--- src/hdl/rs_pkg.sv ---
package rs_pkg;

   // Physical register file geometry
   localparam int PRF_ENTRIES = 64;
   localparam int PRF_ID_W    = $clog2(PRF_ENTRIES);
   localparam int XLEN        = 32;

   // Port 0 is the local ALU result and port 1 is the external (load) write
   localparam int IPRF_NUM_WRITES = 2;

   localparam int ROB_ID_W = 5;
   localparam int ALU_OP_W = 2;

   // Wide enough for a station of up to 8 entries
   localparam int RS_IDX_W = 3;

   typedef logic [PRF_ID_W-1:0] t_prf_id;
   typedef logic [XLEN-1:0]     t_rv_reg_data;
   typedef logic [ROB_ID_W-1:0] t_rob_id;
   typedef logic [ALU_OP_W-1:0] t_alu_op;
   typedef logic [RS_IDX_W-1:0] t_rs_idx;

   localparam t_alu_op ALU_ADD = 2'd0;
   localparam t_alu_op ALU_SUB = 2'd1;
   localparam t_alu_op ALU_AND = 2'd2;
   localparam t_alu_op ALU_XOR = 2'd3;

endpackage
--- src/hdl/prf_file.sv ---
`timescale 1ns/1ps

module prf_file import rs_pkg::*; (
   input  logic         clk,

   input  logic         iprf_wr_en   [IPRF_NUM_WRITES-1:0],
   input  t_prf_id      iprf_wr_pdst [IPRF_NUM_WRITES-1:0],
   input  t_rv_reg_data iprf_wr_data [IPRF_NUM_WRITES-1:0],

   input  t_prf_id      rd_id1,
   input  t_prf_id      rd_id2,
   output t_rv_reg_data rd_data1,
   output t_rv_reg_data rd_data2
);

   t_rv_reg_data regs [PRF_ENTRIES];

   // Highest port is applied first, so port 0 lands last and wins a collision
   always_ff @(posedge clk) begin
      for (int p = IPRF_NUM_WRITES-1; p >= 0; p--) begin
         if (iprf_wr_en[p]) begin
            regs[iprf_wr_pdst[p]] <= iprf_wr_data[p];
         end
      end
   end

   assign rd_data1 = regs[rd_id1];  // Asynchronous read during the issue cycle
   assign rd_data2 = regs[rd_id2];

endmodule

--- config.mk ---
export PLATFORM = sky130hd
export DESIGN_NAME = prf_file
export DESIGN_NICKNAME = d
export VERILOG_FILES = /design/src/hdl/rs_pkg.sv /design/src/hdl/prf_file.sv
export SDC_FILE = /design/constraint.sdc
export NUM_CORES = 2
export LEC_CHECK = 0
export BUFFER_PORTS_ARGS = -buffer_cell sky130_fd_sc_hd__buf_2
export CAP_MARGIN = 10
export CORE_MARGIN = 4
export CORE_UTILIZATION = 50
export CTS_CLUSTER_DIAMETER = 50
export DETAILED_ROUTE_END_ITERATION = 10
export GPL_ROUTABILITY_DRIVEN = 0
export PLACE_DENSITY = 0.66
export SETUP_SLACK_MARGIN = 0.05
export SYNTH_ARGS = -nofsm -noshare
export SYNTH_HDL_FRONTEND = slang
export SYNTH_SLANG_ARGS = --single-unit
--- constraint.sdc ---
create_clock -name clk -period 3.96 [get_ports clk]
set_input_delay 0.396 -clock clk [delete_from_list [all_inputs] [get_ports clk]]
set_output_delay 0.396 -clock clk [all_outputs]
set_load 0.01 [all_outputs]
==> flow_metrics.tcl <==
set metrics [dict create \
    syn_avg_cell_area_um2 16.4 \
    max_slew_margin 0.103 \
    initial_core_util 0.504 \
    status "finished, final reports clean" \
    vias_per_cell 7.61 \
    route.detailed.drc 0 \
    drive_above_1_share 0.574 \
    rows 179 \
    critPathRequiredTime_ns 3.56 \
    ys_ff_latch 2048 \
    cts_buffers 237 \
    dpl_cell_area_mm2 0.127 \
    worstMarginPinSlew_ns 1.35 \
    grt_pass1_wl_mm 639 \
    netlist_instances 7346 \
    ys_warn_count 0 \
    portBuffers 154 \
    fin_cells 10629 \
    grt_pass1_vias 80192 \
    htreeDepth 4 \
    p_leak_uw 0.0436 \
    io_pins 155 \
    cts.path.max_buffers 3 \
    p_total_uw 53700 \
    synth_largest_area_cell "edfxtp_1" \
    fillerInstances 18480 \
    fin_crit_ns 3.95 \
    syn_nets 7437 \
    grt_max_degree 65 \
    cp_max_fo 28 \
    maxCapViolCount 0 \
    die_h_um 498 \
    post-route-period-util 0.998 \
    synthTopCellsByCount "mux2_2, edfxtp_1, mux4_2, clkbuf_1, o22ai_1" \
    clkSinkCount 2048 \
    post_drt_wl_per_cell_um 43.7 \
    netlist_top_cells_area "edfxtp_1, mux2_2, mux4_2, clkbuf_1, o22ai_1" \
    core_area_mm2 0.239 \
    post-cts-setup-buffers 0 \
    final-max-slew-violation-count 0 \
    fin_nets 7344 \
    dieArea_mm2 0.248 \
    p_per_area_mw_per_mm2 398 \
    largest_reg_flops 2048 \
    post-route-cell-area_mm2 0.135 \
    netlist_area_mm2 0.120 \
    path_class "in2out" \
    start_kind "primary input" \
    dp.cells 10174 \
    dp_hpwl_mm 280 \
    ant_nets 0 \
    cts_tree "done" \
    dp_slack_ns -0.0978 \
    yosys_most_used_dff "edfxtp_1" \
    drt-total-wl_mm 465 \
    yosysMostFrequentCell "mux2_2" \
    setup_viol 0 \
    cts.reportedPaths.clkPinSlew_ns 0.06 \
    ir_drop_mv 0.403 \
    synth_edf_count 2048 \
    syn_to_final_growth_pct 12.4 \
    hp-class "in2reg" \
    post-route-util 0.566 \
    first_pass_iters 6 \
    hold_violations 0 \
    grt_overflow_total 0 \
    route.vias.total 80896 \
    final-seq-area_mm2 0.0615 \
    synth.distinct_cells 56 \
    yosys.area.top_type_share 0.512 \
    track_usage 0.367 \
    fin_ws_ns 0.00683 \
    min_path_cells 2 \
    ys_async_sr_fraction 0 \
    critPathArrivalTime_ns 3.56 \
    rsz0062_at_grt "false" \
    ys_seq_area_frac 0.512 \
    drt_iter0_drc 14051 \
    multiInputGateArea_mm2 0.0550 \
    max_freq_mhz 253 \
    worstSetupEndpointType "primary output" \
    cts_root_buffer "clkbuf_16" \
    die_w_um 498 \
    grt_antenna_before_repair 21 \
]
[stage by stage]
step           hold WS (ns)  setup TNS, ns
2_1_floorplan         0.860          -9.25
3_3_place_gp          0.809         -0.211
3_5_place_dp          0.828        -0.0978
4_1_cts               0.111              0
5_1_grt               0.128              0
6_report              0.140              0
[repair_timing]
| item | in CTS | in global routing |
|---|---|---|
| hold buffers | 4 | 0 |
| gates resized for setup | 7 | 2 |
| setup endpoints to repair | 7 | 2 |
| hold endpoints to repair | 31 | 0 |
[worst paths after layout]
path	start	end	slack, ns
worst max-delay path	rd_id1[1]	rd_data1[17]	0.007
worst min-delay path	iprf_wr_data[32]	regs[31][0]	0.14
[cell usage in the layout (no fill, tap or decap), types with 27 or more instances in the layout]
| cell | instances |
|---|---|
| a21oi_1 | 61 |
| clkinv_1 | 43 |
| mux2i_1 | 85 |
| mux2_1 | 49 |
| clkbuf_16 | 238 |
| a221oi_1 | 72 |
| bufinv_16 | 33 |
| nor2b_1 | 45 |
| a22o_1 | 47 |
| clkinv_2 | 35 |
| o22ai_1 | 167 |
| mux4_2 | 1006 |
| nand2_1 | 81 |
| o221ai_1 | 54 |
| nor2_1 | 54 |
| o21ai_4 | 44 |
| a211oi_1 | 32 |
| nand2b_1 | 27 |
| mux2_2 | 2053 |
| nand2_2 | 44 |
| clkbuf_1 | 41 |
| buf_4 | 408 |
| nand3_1 | 36 |
| a22oi_1 | 48 |
| buf_12 | 131 |
| edfxtp_1 | 2048 |
| buf_2 | 147 |
[power breakdown]
group | switching (uW) | internal, uW | total [uW]
Combinational | 3840 | 2790 | 6630
Sequential | 134 | 24200 | 24300
Clock | 9570 | 13200 | 22800
[cell families (layout without fill, tap and decap cells)]
logic type | Yosys count | count (layout) | share of synthesized area
other | 0 | 8 | 0
buffers and inverters | 1030 | 1138 | 0.0393
muxes | 3193 | 3193 | 0.393
and+or+nand+nor | 431 | 431 | 0.0183
DFF | 2048 | 2048 | 0.512
AOI/OAI and AO/OA | 644 | 644 | 0.0377
[layout make-up]
class / instances / share of cell area
antenna: 8 / 0.000148
clock buffer: 279 / 0.0453
multi-input combinational: 4268 / 0.408
inverter: 2 / 0.0000556
sequential: 2048 / 0.456
clock inverter: 161 / 0.0135
tap: 3167 / 0.0294
timing repair buffer: 696 / 0.0485
[worst max-delay path, stage by stage]
cell and delay [ns]:
buf_8 0.41, buf_12 0.30, buf_12 0.24, buf_4 0.31
mux4_2 0.25, o22ai_1 0.07, nor4_1 0.94, o21a_1 0.38
buf_2 0.20
[layer usage]
| layer | vias up | wire (um) | global-route usage |
|---|---|---|---|
| met3 | 1429 | 67500 | 0.112 |
| met1 | 42323 | 165000 | 0.498 |
| met5 | - | 135 | 0 |
| met4 | 18 | 30400 | 0.201 |
| met2 | 6964 | 202000 | 0.531 |
| li1 | 30162 | - | - |
No activity file was read; power rests on OpenSTA's default activity.
