File: config.mk
export PLATFORM = sky130hd
export DESIGN_NAME = rs_pick_flat
export DESIGN_NICKNAME = d
export VERILOG_FILES = /design/src/hdl/rs_pkg.sv /design/src/hdl/rs_issue_if.sv /design/src/hdl/rs_pick.sv /design/src/flat_wrapper.sv
export SDC_FILE = /design/constraint.sdc
export NUM_CORES = 1
export LEC_CHECK = 0
export BUFFER_PORTS_ARGS = -buffer_cell sky130_fd_sc_hd__buf_2
export CORE_ASPECT_RATIO = 0.75
export CORE_MARGIN = 2
export CORE_UTILIZATION = 39
export CTS_CLUSTER_DIAMETER = 150
export DETAILED_ROUTE_END_ITERATION = 10
export GPL_TIMING_DRIVEN = 0
export PLACE_DENSITY = 0.91
export SETUP_SLACK_MARGIN = 0.1
export SLEW_MARGIN = 20
export SYNTH_ARGS = -nofsm -noshare
export SYNTH_HDL_FRONTEND = slang
export SYNTH_SLANG_ARGS = --single-unit
File: constraint.sdc
create_clock -name clk -period 2.5 [get_ports clk]
set_input_delay 0.5 -clock clk [delete_from_list [all_inputs] [get_ports clk]]
set_output_delay 0.5 -clock clk [all_outputs]
set_load 0.005 [all_outputs]
File: src/hdl/rs_pkg.sv
package rs_pkg;

   // Physical register file geometry
   localparam int PRF_ENTRIES = 64;
   localparam int PRF_ID_W    = $clog2(PRF_ENTRIES);
   localparam int XLEN        = 32;

   // Port 0 is the local ALU result and port 1 is the external (load) write
   localparam int IPRF_NUM_WRITES = 2;

   localparam int ROB_ID_W = 5;
   localparam int ALU_OP_W = 2;

   // Wide enough for a station of up to 8 entries
   localparam int RS_IDX_W = 3;

   typedef logic [PRF_ID_W-1:0] t_prf_id;
   typedef logic [XLEN-1:0]     t_rv_reg_data;
   typedef logic [ROB_ID_W-1:0] t_rob_id;
   typedef logic [ALU_OP_W-1:0] t_alu_op;
   typedef logic [RS_IDX_W-1:0] t_rs_idx;

   localparam t_alu_op ALU_ADD = 2'd0;
   localparam t_alu_op ALU_SUB = 2'd1;
   localparam t_alu_op ALU_AND = 2'd2;
   localparam t_alu_op ALU_XOR = 2'd3;

endpackage
File: src/hdl/rs_issue_if.sv
`timescale 1ns/1ps

// One issued micro-op on its way from the pick stage to execute
interface rs_issue_if import rs_pkg::*; ();

   logic    valid;
   t_alu_op op;
   t_prf_id psrc1;
   t_prf_id psrc2;
   t_prf_id pdst;
   t_rob_id rob_id;

   modport src (
      output valid,
      output op,
      output psrc1,
      output psrc2,
      output pdst,
      output rob_id
   );

   modport dst (
      input valid,
      input op,
      input psrc1,
      input psrc2,
      input pdst,
      input rob_id
   );

endinterface

File: src/hdl/rs_pick.sv
`timescale 1ns/1ps

module rs_pick import rs_pkg::*; #(
   parameter int RS_DEPTH = 4
) (
   input  logic              clk,
   input  logic              reset,

   input  logic [RS_DEPTH-1:0] valid,
   input  logic [RS_DEPTH-1:0] ready,
   input  t_alu_op           e_op     [RS_DEPTH-1:0],
   input  t_prf_id           e_psrc1  [RS_DEPTH-1:0],
   input  t_prf_id           e_psrc2  [RS_DEPTH-1:0],
   input  t_prf_id           e_pdst   [RS_DEPTH-1:0],
   input  t_rob_id           e_rob_id [RS_DEPTH-1:0],

   output logic [RS_DEPTH-1:0] dealloc,
   rs_issue_if.src           iss
);

   logic    pick_any;
   t_rs_idx sel_idx;
   t_alu_op sel_op;
   t_prf_id sel_psrc1;
   t_prf_id sel_psrc2;
   t_prf_id sel_pdst;
   t_rob_id sel_rob_id;

   // Walk from the top so the lowest ready index is the last one kept
   always_comb begin
      pick_any   = 1'b0;
      sel_idx    = '0;
      sel_op     = e_op[0];
      sel_psrc1  = e_psrc1[0];
      sel_psrc2  = e_psrc2[0];
      sel_pdst   = e_pdst[0];
      sel_rob_id = e_rob_id[0];
      for (int i = RS_DEPTH-1; i >= 0; i--) begin
         if (valid[i] & ready[i]) begin
            pick_any   = 1'b1;
            sel_idx    = t_rs_idx'(i);
            sel_op     = e_op[i];
            sel_psrc1  = e_psrc1[i];
            sel_psrc2  = e_psrc2[i];
            sel_pdst   = e_pdst[i];
            sel_rob_id = e_rob_id[i];
         end
      end
   end

   always_comb begin
      for (int i = 0; i < RS_DEPTH; i++) begin
         dealloc[i] = pick_any & (sel_idx == t_rs_idx'(i));
      end
   end

   always_ff @(posedge clk) begin
      if (reset) iss.valid <= 1'b0;
      else iss.valid <= pick_any;
   end

   always_ff @(posedge clk) begin
      iss.op     <= sel_op;
      iss.psrc1  <= sel_psrc1;
      iss.psrc2  <= sel_psrc2;
      iss.pdst   <= sel_pdst;
      iss.rob_id <= sel_rob_id;
   end

endmodule

File: src/flat_wrapper.sv
// flat-port wrapper written by rule: the top's interface ports become plain ports
module rs_pick_flat import rs_pkg::*;
#(
   parameter int RS_DEPTH = 4
)
  (clk, reset, valid, ready, e_op, e_psrc1, e_psrc2, e_pdst, e_rob_id, dealloc, iss_valid, iss_op, iss_psrc1, iss_psrc2, iss_pdst, iss_rob_id);
  rs_issue_if iss_i ();
  input  logic clk;
  input  logic reset;
  input  logic [RS_DEPTH-1:0] valid;
  input  logic [RS_DEPTH-1:0] ready;
  input  t_alu_op e_op[RS_DEPTH-1:0];
  input  t_prf_id e_psrc1[RS_DEPTH-1:0];
  input  t_prf_id e_psrc2[RS_DEPTH-1:0];
  input  t_prf_id e_pdst[RS_DEPTH-1:0];
  input  t_rob_id e_rob_id[RS_DEPTH-1:0];
  output logic [RS_DEPTH-1:0] dealloc;
  output wire logic [$bits(iss_i.valid)-1:0] iss_valid;
  output wire logic [$bits(iss_i.op)-1:0] iss_op;
  output wire logic [$bits(iss_i.psrc1)-1:0] iss_psrc1;
  output wire logic [$bits(iss_i.psrc2)-1:0] iss_psrc2;
  output wire logic [$bits(iss_i.pdst)-1:0] iss_pdst;
  output wire logic [$bits(iss_i.rob_id)-1:0] iss_rob_id;
  assign iss_valid = iss_i.valid;
  assign iss_op = iss_i.op;
  assign iss_psrc1 = iss_i.psrc1;
  assign iss_psrc2 = iss_i.psrc2;
  assign iss_pdst = iss_i.pdst;
  assign iss_rob_id = iss_i.rob_id;
  rs_pick #(.RS_DEPTH(RS_DEPTH)) u_core (.clk(clk), .reset(reset), .valid(valid), .ready(ready), .e_op(e_op), .e_psrc1(e_psrc1), .e_psrc2(e_psrc2), .e_pdst(e_pdst), .e_rob_id(e_rob_id), .dealloc(dealloc), .iss(iss_i));
endmodule
==> flow_summary.ini <==
[drt]
wl_per_cell_um = 15.0
drc = 0
ant_nets = 0
drtPass1Iterations = 4
drt-initial-drc-count = 66
viasPerCell = 5.42
vias = 1917
wl_um = 5300

[sta]
min_period_ns = 1.98
relSlewSlack_pct = 70.9
hold_viol = 0
worst_pin_slew_ns = 0.437
finalSetupViolations = 0
whs_ns = 0.380
fmax_mhz = 506
rsz0062_at_grt = false
tns_ns = 0
final-max-slew-violation-count = 0
min_period_over_period_pct = 79.1

[hold_path]
worstHoldStart = reset
min_path_type = input port to flip-flop

[cells_and_area]
nets = 413
register_area_um2 = 520
drive_gt1_share_pct = 53.0
layout_commonest_cell = buf_2
fillCellCount = 320
antennaDiodeCount = 0
post-route-util_pct = 63.0
fin_area_um2 = 2280
final_cell_mix = 142 x buf_2, 26 x dfxtp_1, 25 x a311oi_1, 25 x o21ai_0, 25 x o2bb2ai_1
syn2layout_area_growth_pct = 57.6
multiInputGateArea_um2 = 793

[synthesis]
yosysTopAreaCellShare_pct = 36.0
syn-num-nets = 269
ys_seq_area_share_pct = 36.0
ys_warn_count = 0
synth.distinct_cells = 18
syn_inst = 159
yosys-top-cells-area = dfxtp_1 36%, a311oi_1 15%, o2bb2ai_1 15%
yosysTopAreaCell = dfxtp_1
syn_area_um2 = 1450
synth-seq-cells = 26
syn_avg_cell_area_um2 = 9.09

[cts]
cts-root-buf = clkbuf_8
cts_sinks = 26
postCtsSetupBuffers = 0
cts_tree = built
clk_path_buf_depth = 2
htreeDepth = 1
ctsHoldBuffers = 0
path_clk_slew_ns = 0.09
cts_resized = 0
numCtsBuffers = 3

[job]
cap_violations = 0

[critical_path]
required_ns = 2.00
path_cells = buf_2 -> and2_1 -> buf_4 -> clkbuf_1 -> nor3_1 -> buf_2
critPathLaunchType = input port
cpMaxStageDelayCell = nor3_1
critical_path_class = input port to output port
slowest_delay_ns = 0.22
arrival_ns = 1.48
crit_fanout = 10
crit_start = valid[1]
critPathMostFrequentCell = buf_2
end_kind = output port

[pwr]
switchingPower_w = 0.000293
power.leakage_nw = 1.17
ir_drop_v = 0.000376
p_comb_share_pct = 28.1
p_seq_share_pct = 41.7
p_clk_share_pct = 30.2
switching_share_pct = 25.6
powerDensity_nw_per_um2 = 501
intPower_w = 0.000849

[grt]
top_usage_layer = met2
use_met3_pct = 5.57
grt_pass1_vias = 1846
grt_pass1_wl_um = 8020
gr-total-overflow = 0
track_usage_pct = 24.4
grt_max_degree = 16
met1_usage_pct = 28.2
groute.layer.met2.usage_pct = 46.0
antenna_found_initial = 0

[placement]
placement.cell_area_um2 = 2210
routabilityCongestion = 0.784
hpwl_um = 4130
port_buffers = 139

[floorplanning]
die_h_um = 56.7
die_area_um2 = 4210
die_x_um = 74.3
core_um2 = 3610
io_pins = 140
placementRows = 19
start_util_pct = 40.0

[run_status]
status = completed
-- logic make-up after synthesis --
| kind of cell | count (synthesis) | share of synthesized area, % |
|---|---|---|
| compound gates | 77 | 40.2 |
| flops | 26 | 36.0 |
| buf+inv | 21 | 9.09 |
| simple gates | 35 | 14.7 |
-- layout make-up --
class / instances / share of cell area, %
clock inverters: 1 / 1.32
inverters: 1 / 0.165
well taps: 52 / 2.86
multi-input cells: 112 / 34.8
flip-flops and latches: 26 / 22.9
repair buffers: 139 / 30.5
plain buffers: 20 / 5.60
clock buffers: 3 / 1.81
-- layer usage --
layer  part of all wire, %  vias to the layer above
met1                    41                      895
met2                    51                       93
met3                   7.8                        2
met5                     0                        -
met4                  0.51                        0
li1                      -                      927
-- synthesized netlist by cell type --
| cell | n |
|---|---|
| and2_1 | 2 |
| o2bb2ai_1 | 25 |
| a41oi_1 | 1 |
| buf_4 | 1 |
| and3_2 | 5 |
| nor3_1 | 2 |
| buf_2 | 3 |
| nor2_1 | 1 |
| a31o_1 | 1 |
| a311oi_1 | 25 |
| inv_1 | 1 |
| nand2_1 | 3 |
| nand2_2 | 2 |
| dfxtp_1 | 26 |
| o21ai_0 | 25 |
| clkbuf_1 | 10 |
| buf_6 | 6 |
| and3_1 | 20 |
-- metrics by stage --
| stage | worst slack [ns] | cells | total power, W |
|---|---|---|---|
| floorplan | 0.823 | 159 | 0.000633 |
| global placement | 0.547 | 350 | 0.000794 |
| detailed placement | 0.523 | 350 | 0.000804 |
| CTS | 0.522 | 354 | 0.00115 |
| global route | 0.421 | 354 | 0.00121 |
| finish | 0.523 | 354 | 0.00114 |
-- critical path, delay by kind of cell --
family                 cells  cell delay, ns
buffers and inverters      4            0.61
AND/OR/NAND/NOR            2            0.36
-- worst paths after layout --
path                      endpoint  slack (ns)  cells past startpoint
setup / recovery        dealloc[2]        0.52                      6
hold / removal    u_core.iss.valid        0.38                      2
-- state kept, by name, summed over array words and instances, names as in the netlist --
signal	count
u_core.iss.pdst	6
u_core.iss.psrc1	6
u_core.iss.psrc2	6
u_core.iss.rob_id	5
u_core.iss.op	2
u_core.iss.valid	1
-- power by group through the flow --
stage | Combinational [W] | Clock (W) | Sequential (W)
after floorplan | 0.000138 | 0 | 0.000495
after global placement | 0.000310 | 0 | 0.000484
after detailed placement | 0.000317 | 0 | 0.000486
after CTS | 0.000318 | 0.000355 | 0.000477
after global routing | 0.000354 | 0.000370 | 0.000482
final | 0.000320 | 0.000345 | 0.000476
No activity file was read; power rests on OpenSTA's default activity.
