==> config.mk <==
export PLATFORM = sky130hd
export DESIGN_NAME = rs_entry
export DESIGN_NICKNAME = d
export VERILOG_FILES = /design/src/hdl/rs_pkg.sv /design/src/hdl/rs_entry.sv /design/src/hdl/rs_reg_trk.sv
export SDC_FILE = /design/constraint.sdc
export NUM_CORES = 1
export LEC_CHECK = 0
export ABC_AREA = 1
export BUFFER_PORTS_ARGS = -buffer_cell sky130_fd_sc_hd__buf_2
export CAP_MARGIN = 20
export CORE_UTILIZATION = 54
export DETAILED_ROUTE_END_ITERATION = 10
export HOLD_SLACK_MARGIN = 0.1
export MAX_ROUTING_LAYER = met4
export PLACE_DENSITY = 0.91
export REMOVE_ABC_BUFFERS = 1
export SYNTH_ARGS = -nofsm -noshare
export SYNTH_HDL_FRONTEND = slang
export SYNTH_HIERARCHICAL = 1
export SYNTH_SLANG_ARGS = --single-unit
==> constraint.sdc <==
create_clock -name clk -period 2.6 [get_ports clk]
set_clock_uncertainty 0.05 [all_clocks]
set_input_delay 0.13 -clock clk [delete_from_list [all_inputs] [get_ports clk]]
set_output_delay 0.13 -clock clk [all_outputs]
set_load 0.005 [all_outputs]
==> src/hdl/rs_pkg.sv <==
package rs_pkg;

   // Physical register file geometry
   localparam int PRF_ENTRIES = 64;
   localparam int PRF_ID_W    = $clog2(PRF_ENTRIES);
   localparam int XLEN        = 32;

   // Port 0 is the local ALU result and port 1 is the external (load) write
   localparam int IPRF_NUM_WRITES = 2;

   localparam int ROB_ID_W = 5;
   localparam int ALU_OP_W = 2;

   // Wide enough for a station of up to 8 entries
   localparam int RS_IDX_W = 3;

   typedef logic [PRF_ID_W-1:0] t_prf_id;
   typedef logic [XLEN-1:0]     t_rv_reg_data;
   typedef logic [ROB_ID_W-1:0] t_rob_id;
   typedef logic [ALU_OP_W-1:0] t_alu_op;
   typedef logic [RS_IDX_W-1:0] t_rs_idx;

   localparam t_alu_op ALU_ADD = 2'd0;
   localparam t_alu_op ALU_SUB = 2'd1;
   localparam t_alu_op ALU_AND = 2'd2;
   localparam t_alu_op ALU_XOR = 2'd3;

endpackage
==> src/hdl/rs_entry.sv <==
`timescale 1ns/1ps

module rs_entry import rs_pkg::*; (
   input  logic    clk,
   input  logic    reset,

   input  logic    alloc,
   input  t_alu_op op,
   input  t_prf_id psrc1,
   input  logic    psrc1_pend,
   input  t_prf_id psrc2,
   input  logic    psrc2_pend,
   input  t_prf_id pdst,
   input  t_rob_id rob_id,

   input  logic    iprf_wr_en   [IPRF_NUM_WRITES-1:0],
   input  t_prf_id iprf_wr_pdst [IPRF_NUM_WRITES-1:0],

   input  logic    dealloc,

   output logic    valid,
   output logic    ready,
   output t_alu_op e_op,
   output t_prf_id e_psrc1,
   output t_prf_id e_psrc2,
   output t_prf_id e_pdst,
   output t_rob_id e_rob_id
);

   logic src1_ready;
   logic src2_ready;

   always_ff @(posedge clk) begin
      if (reset) valid <= 1'b0;
      else if (alloc) valid <= 1'b1;
      else if (dealloc) valid <= 1'b0;
   end

   // Static payload of the micro-op, captured once per allocation
   always_ff @(posedge clk) begin
      if (alloc) begin
         e_op     <= op;
         e_psrc1  <= psrc1;
         e_psrc2  <= psrc2;
         e_pdst   <= pdst;
         e_rob_id <= rob_id;
      end
   end

   rs_reg_trk src1_trk (
      .clk              (clk),
      .reset            (reset),
      .e_alloc_rs0      (alloc),
      .psrc             (psrc1),
      .psrc_pend        (psrc1_pend),
      .e_dealloc        (dealloc),
      .iprf_wr_en_ro0   (iprf_wr_en),
      .iprf_wr_pdst_ro0 (iprf_wr_pdst),
      .ready_rs1        (src1_ready)
   );

   rs_reg_trk src2_trk (
      .clk              (clk),
      .reset            (reset),
      .e_alloc_rs0      (alloc),
      .psrc             (psrc2),
      .psrc_pend        (psrc2_pend),
      .e_dealloc        (dealloc),
      .iprf_wr_en_ro0   (iprf_wr_en),
      .iprf_wr_pdst_ro0 (iprf_wr_pdst),
      .ready_rs1        (src2_ready)
   );

   assign ready = src1_ready & src2_ready;

endmodule

==> src/hdl/rs_reg_trk.sv <==
`timescale 1ns/1ps

module rs_reg_trk import rs_pkg::*; (
   input  logic    clk,
   input  logic    reset,

   input  logic    e_alloc_rs0,
   input  t_prf_id psrc,
   input  logic    psrc_pend,
   input  logic    e_dealloc,

   input  logic    iprf_wr_en_ro0   [IPRF_NUM_WRITES-1:0],
   input  t_prf_id iprf_wr_pdst_ro0 [IPRF_NUM_WRITES-1:0],

   output logic    ready_rs1
);

   typedef enum logic [1:0] {
      SRC_IDLE,
      SRC_PDG_RSLT,
      SRC_READY
   } t_fsm;

   t_fsm    fsm;
   t_fsm    fsm_nxt;
   t_prf_id psrc_q;
   t_prf_id psrc_cmp;
   logic    wr_match_any;

   // On the allocation cycle the incoming id is compared, later the stored one
   assign psrc_cmp = e_alloc_rs0 ? psrc : psrc_q;

   always_ff @(posedge clk) begin
      if (e_alloc_rs0) begin
         psrc_q <= psrc;
      end
   end

   always_comb begin
      wr_match_any = 1'b0;
      for (int p = 0; p < IPRF_NUM_WRITES; p++) begin
         wr_match_any |= iprf_wr_en_ro0[p] & (iprf_wr_pdst_ro0[p] == psrc_cmp);
      end
   end

   always_comb begin
      fsm_nxt = fsm;
      unique case (fsm)
         SRC_IDLE: begin
            if (e_alloc_rs0) begin
               fsm_nxt = (~psrc_pend | wr_match_any) ? SRC_READY : SRC_PDG_RSLT;
            end
         end
         SRC_PDG_RSLT: begin
            if (wr_match_any) fsm_nxt = SRC_READY;
            else if (e_dealloc) fsm_nxt = SRC_IDLE;
         end
         SRC_READY: begin
            if (e_dealloc) fsm_nxt = SRC_IDLE;
         end
         default: fsm_nxt = SRC_IDLE;
      endcase
   end

   always_ff @(posedge clk) begin
      if (reset) fsm <= SRC_IDLE;
      else fsm <= fsm_nxt;
   end

   assign ready_rs1 = (fsm == SRC_READY);

endmodule

==> results.yml <==
timing:
  period_needed_ps: 1580
  report.final.slew_viol_count: 0
  hold_viol: 0
  finalSetupTns_ps: 0
  max_freq_mhz: 632
  finalSetupViolCount: 0
  rsz0062_at_grt: "false"
  finalCritPeriodShare: 0.609
  tightest_slew_ps: 392
  holdWs_ps: 102
  slew_headroom: 0.738
global_route:
  grt_pass1_vias: 2134
  grt_pass1_wl_um: 9760
  grt-ovfl-total: 0
  grt_max_degree: 20
  antenna_found_initial: 0
  grt_usage: 0.320
power:
  clkPwrFrac: 0.274
  p_leak_uw: 0.00151
  finalPower_uw: 1550
  sw_frac_of_total: 0.295
  power_frac_comb: 0.216
  pwr-share-seq: 0.511
  power.internal_uw: 1090
  peakVddDrop_mv: 0.501
  p_per_area_mw_per_mm2: 519
  p_switching_uw: 458
route:
  vias: 2079
  drc: 0
  wl_um: 6150
  drt-initial-drc-count: 161
  final_antenna_net_count: 0
  wl_per_cell_um: 15.6
  routed_via_density: 5.29
  first_pass_iters: 5
worst_setup_path:
  slowest_delay_ps: 520
  crit_buf_inv: 3
  start_kind: "primary input"
  critical_path_class: "in2reg"
  crit_slowest_cell: "dlygate4sd3_1"
  crit_top_cell: "nand2_1"
  cp.required_ps: 2740
  reg2reg_to: "src1_trk/fsm[1]"
  crit_path_max_fanout: 4
  rr_startpoint: "src1_trk/psrc_q[1]"
  path_delay_family: "buffers and inverters"
  crit_chain: "dlygate4sd3_1 > buf_2 > nand2_2 > nand2_2 > nand2_1 > nand2_1 > inv_2 > nand2_1 > nor2_2 > nand2_2 > nand2_1 > a21oi_1 > a21oi_2"
  arrival_ps: 1720
  rrSetupSlack_ps: 1150
  r2r_cells: 11
  end_kind: "flip-flop"
logic_synthesis:
  synthesis.area_mm2: 0.00220
  syn_avg_cell_area_um2: 9.24
  syn_inst: 238
  yosysSeqAreaShare: 0.496
  yosys_warnings: 6
  synth.distinct_cells: 20
  ys_seq_elements: 42
floorplan:
  core.rowCount: 22
  io_pins: 72
  die_height_um: 65.8
  core_area_mm2: 0.00377
  chipWidth_um: 65.8
  initial_utilization: 0.583
  die-area_mm2: 0.00433
placed_design:
  numPortBuffers: 71
  dp_hpwl_um: 3680
  gp_congestion: 0.891
finish:
  final_cell_mix: "buf_2, nand2_1, inv_1, dlygate4sd3_1, nand2_2"
  area_growth_pct: 35.7
  layout-drive-gt1-share: 0.420
  diodes: 0
  nNetsFinal: 389
  utilization: 0.792
  layout_commonest_cell: "buf_2"
worst_hold_path:
  min_path_type: "in2reg"
  hold_path_end: "valid"
  holdPathStages: 4
  hp-start: "dealloc"
cts:
  cts_root_buf: "clkbuf_8"
  cts_tree: "built"
  post_cts_resized: 0
  clkTransAtPathRegs_ps: 80
  clk-insertion-delay-late_ps: 300
  cts.sinks: 42
  clock_path_buffers: 2
  htreeDepth: 2
  numCtsBuffers: 5
outcome:
  status: "completed"
flow_run:
  drv_cap: 0
-- worst register-to-register path, delay by kind of cell, from the launching register on --
| family | cells | cell delay [ps] |
|---|---|---|
| AOI/OAI and AO/OA | 2 | 240 |
| DFF | 1 | 380 |
| buffers and inverters | 1 | 30 |
| and+or+nand+nor | 8 | 630 |
-- Yosys cell counts --
library cell	count	share of area
nand2_1	52	0.089
inv_1	31	0.053
nand2_2	28	0.080
edfxtp_1	25	0.34
nand3_1	18	0.041
dfxtp_1	17	0.15
nand2_4	14	0.072
nand3b_1	8	0.027
nor2_2	8	0.023
a21oi_1	6	0.014
nor2_1	6	0.010
a21oi_2	5	0.020
nand3_2	4	0.018
o21ai_1	4	0.0091
a21boi_2	2	0.010
buf_6	2	0.010
inv_12	2	0.015
inv_2	2	0.0034
nand4_1	2	0.0057
nor3_1	2	0.0046
-- registers in the layout, summed over array words and instances (netlist names) --
signal / cells
e_pdst: 6
e_psrc1: 6
e_psrc2: 6
src1_trk/psrc_q: 6
src2_trk/psrc_q: 6
e_rob_id: 5
e_op: 2
src1_trk/fsm: 2
src2_trk/fsm: 2
valid: 1
-- stage by stage --
stage	setup slack (ps)	instances	area, um2
after floorplan	1430	236	2180
after global placement	901	357	2620
after detailed placement	853	357	2620
after CTS	1100	393	2990
after global routing	955	393	2990
final	1020	393	2990
-- per-layer routing --
metal  GRT usage  wire [um]  part of all wire  vias to the layer above
met5           -          0                 0                        -
met4       0.179        255             0.041                        0
li1            -          -                 -                      971
met2       0.574       3170              0.52                      128
met3      0.0517        490             0.080                       26
met1       0.330       2230              0.36                      954
-- worst max-delay path by stage --
stage                       startpoint              end  slack (ps)  depth (start not counted)
floorplan           src1_trk/psrc_q[1]  src1_trk/fsm[1]        1430                         11
global placement                 alloc  src1_trk/fsm[1]         900                         13
detailed placement               alloc  src1_trk/fsm[1]         850                         13
CTS                           psrc1[1]  src1_trk/fsm[1]        1100                         13
global route                  psrc1[3]  src1_trk/fsm[1]         960                         11
finish                        psrc1[1]  src1_trk/fsm[1]        1020                         13
-- area by class of cell --
type / instances / area [um2]
clock inverters: 3 / 16.3
multi-input cells: 159 / 930
inverters: 35 / 156
clock buffers: 5 / 68.8
well taps: 48 / 60.1
repair buffers: 101 / 663
flip-flops and latches: 42 / 1090
fillers: 225 / 786
-- cell families (layout without fill, tap and decap cells) --
group | after synthesis | in the layout | share of synthesized area
AOI/OAI and AO/OA | 17 | 17 | 0.0529
buffers and inverters | 37 | 144 | 0.0813
DFF | 42 | 42 | 0.496
and+or+nand+nor | 142 | 142 | 0.370
-- power by group through the flow --
stage               Combinational [uW]  Sequential [uW]  Clock (uW)
floorplan                          155              808           0
global placement                   275              802           0
detailed placement                 284              804           0
CTS                                319              790         409
global route                       364              798         442
finish                             334              792         424
-- repair_timing --
item                                    in CTS  in global routing
hold buffers                                28                  0
endpoints found under the setup margin       0                  0
buffers inserted                             0                  0
hold endpoints to repair                    40                  0
Power figures use the tool's default switching activity.
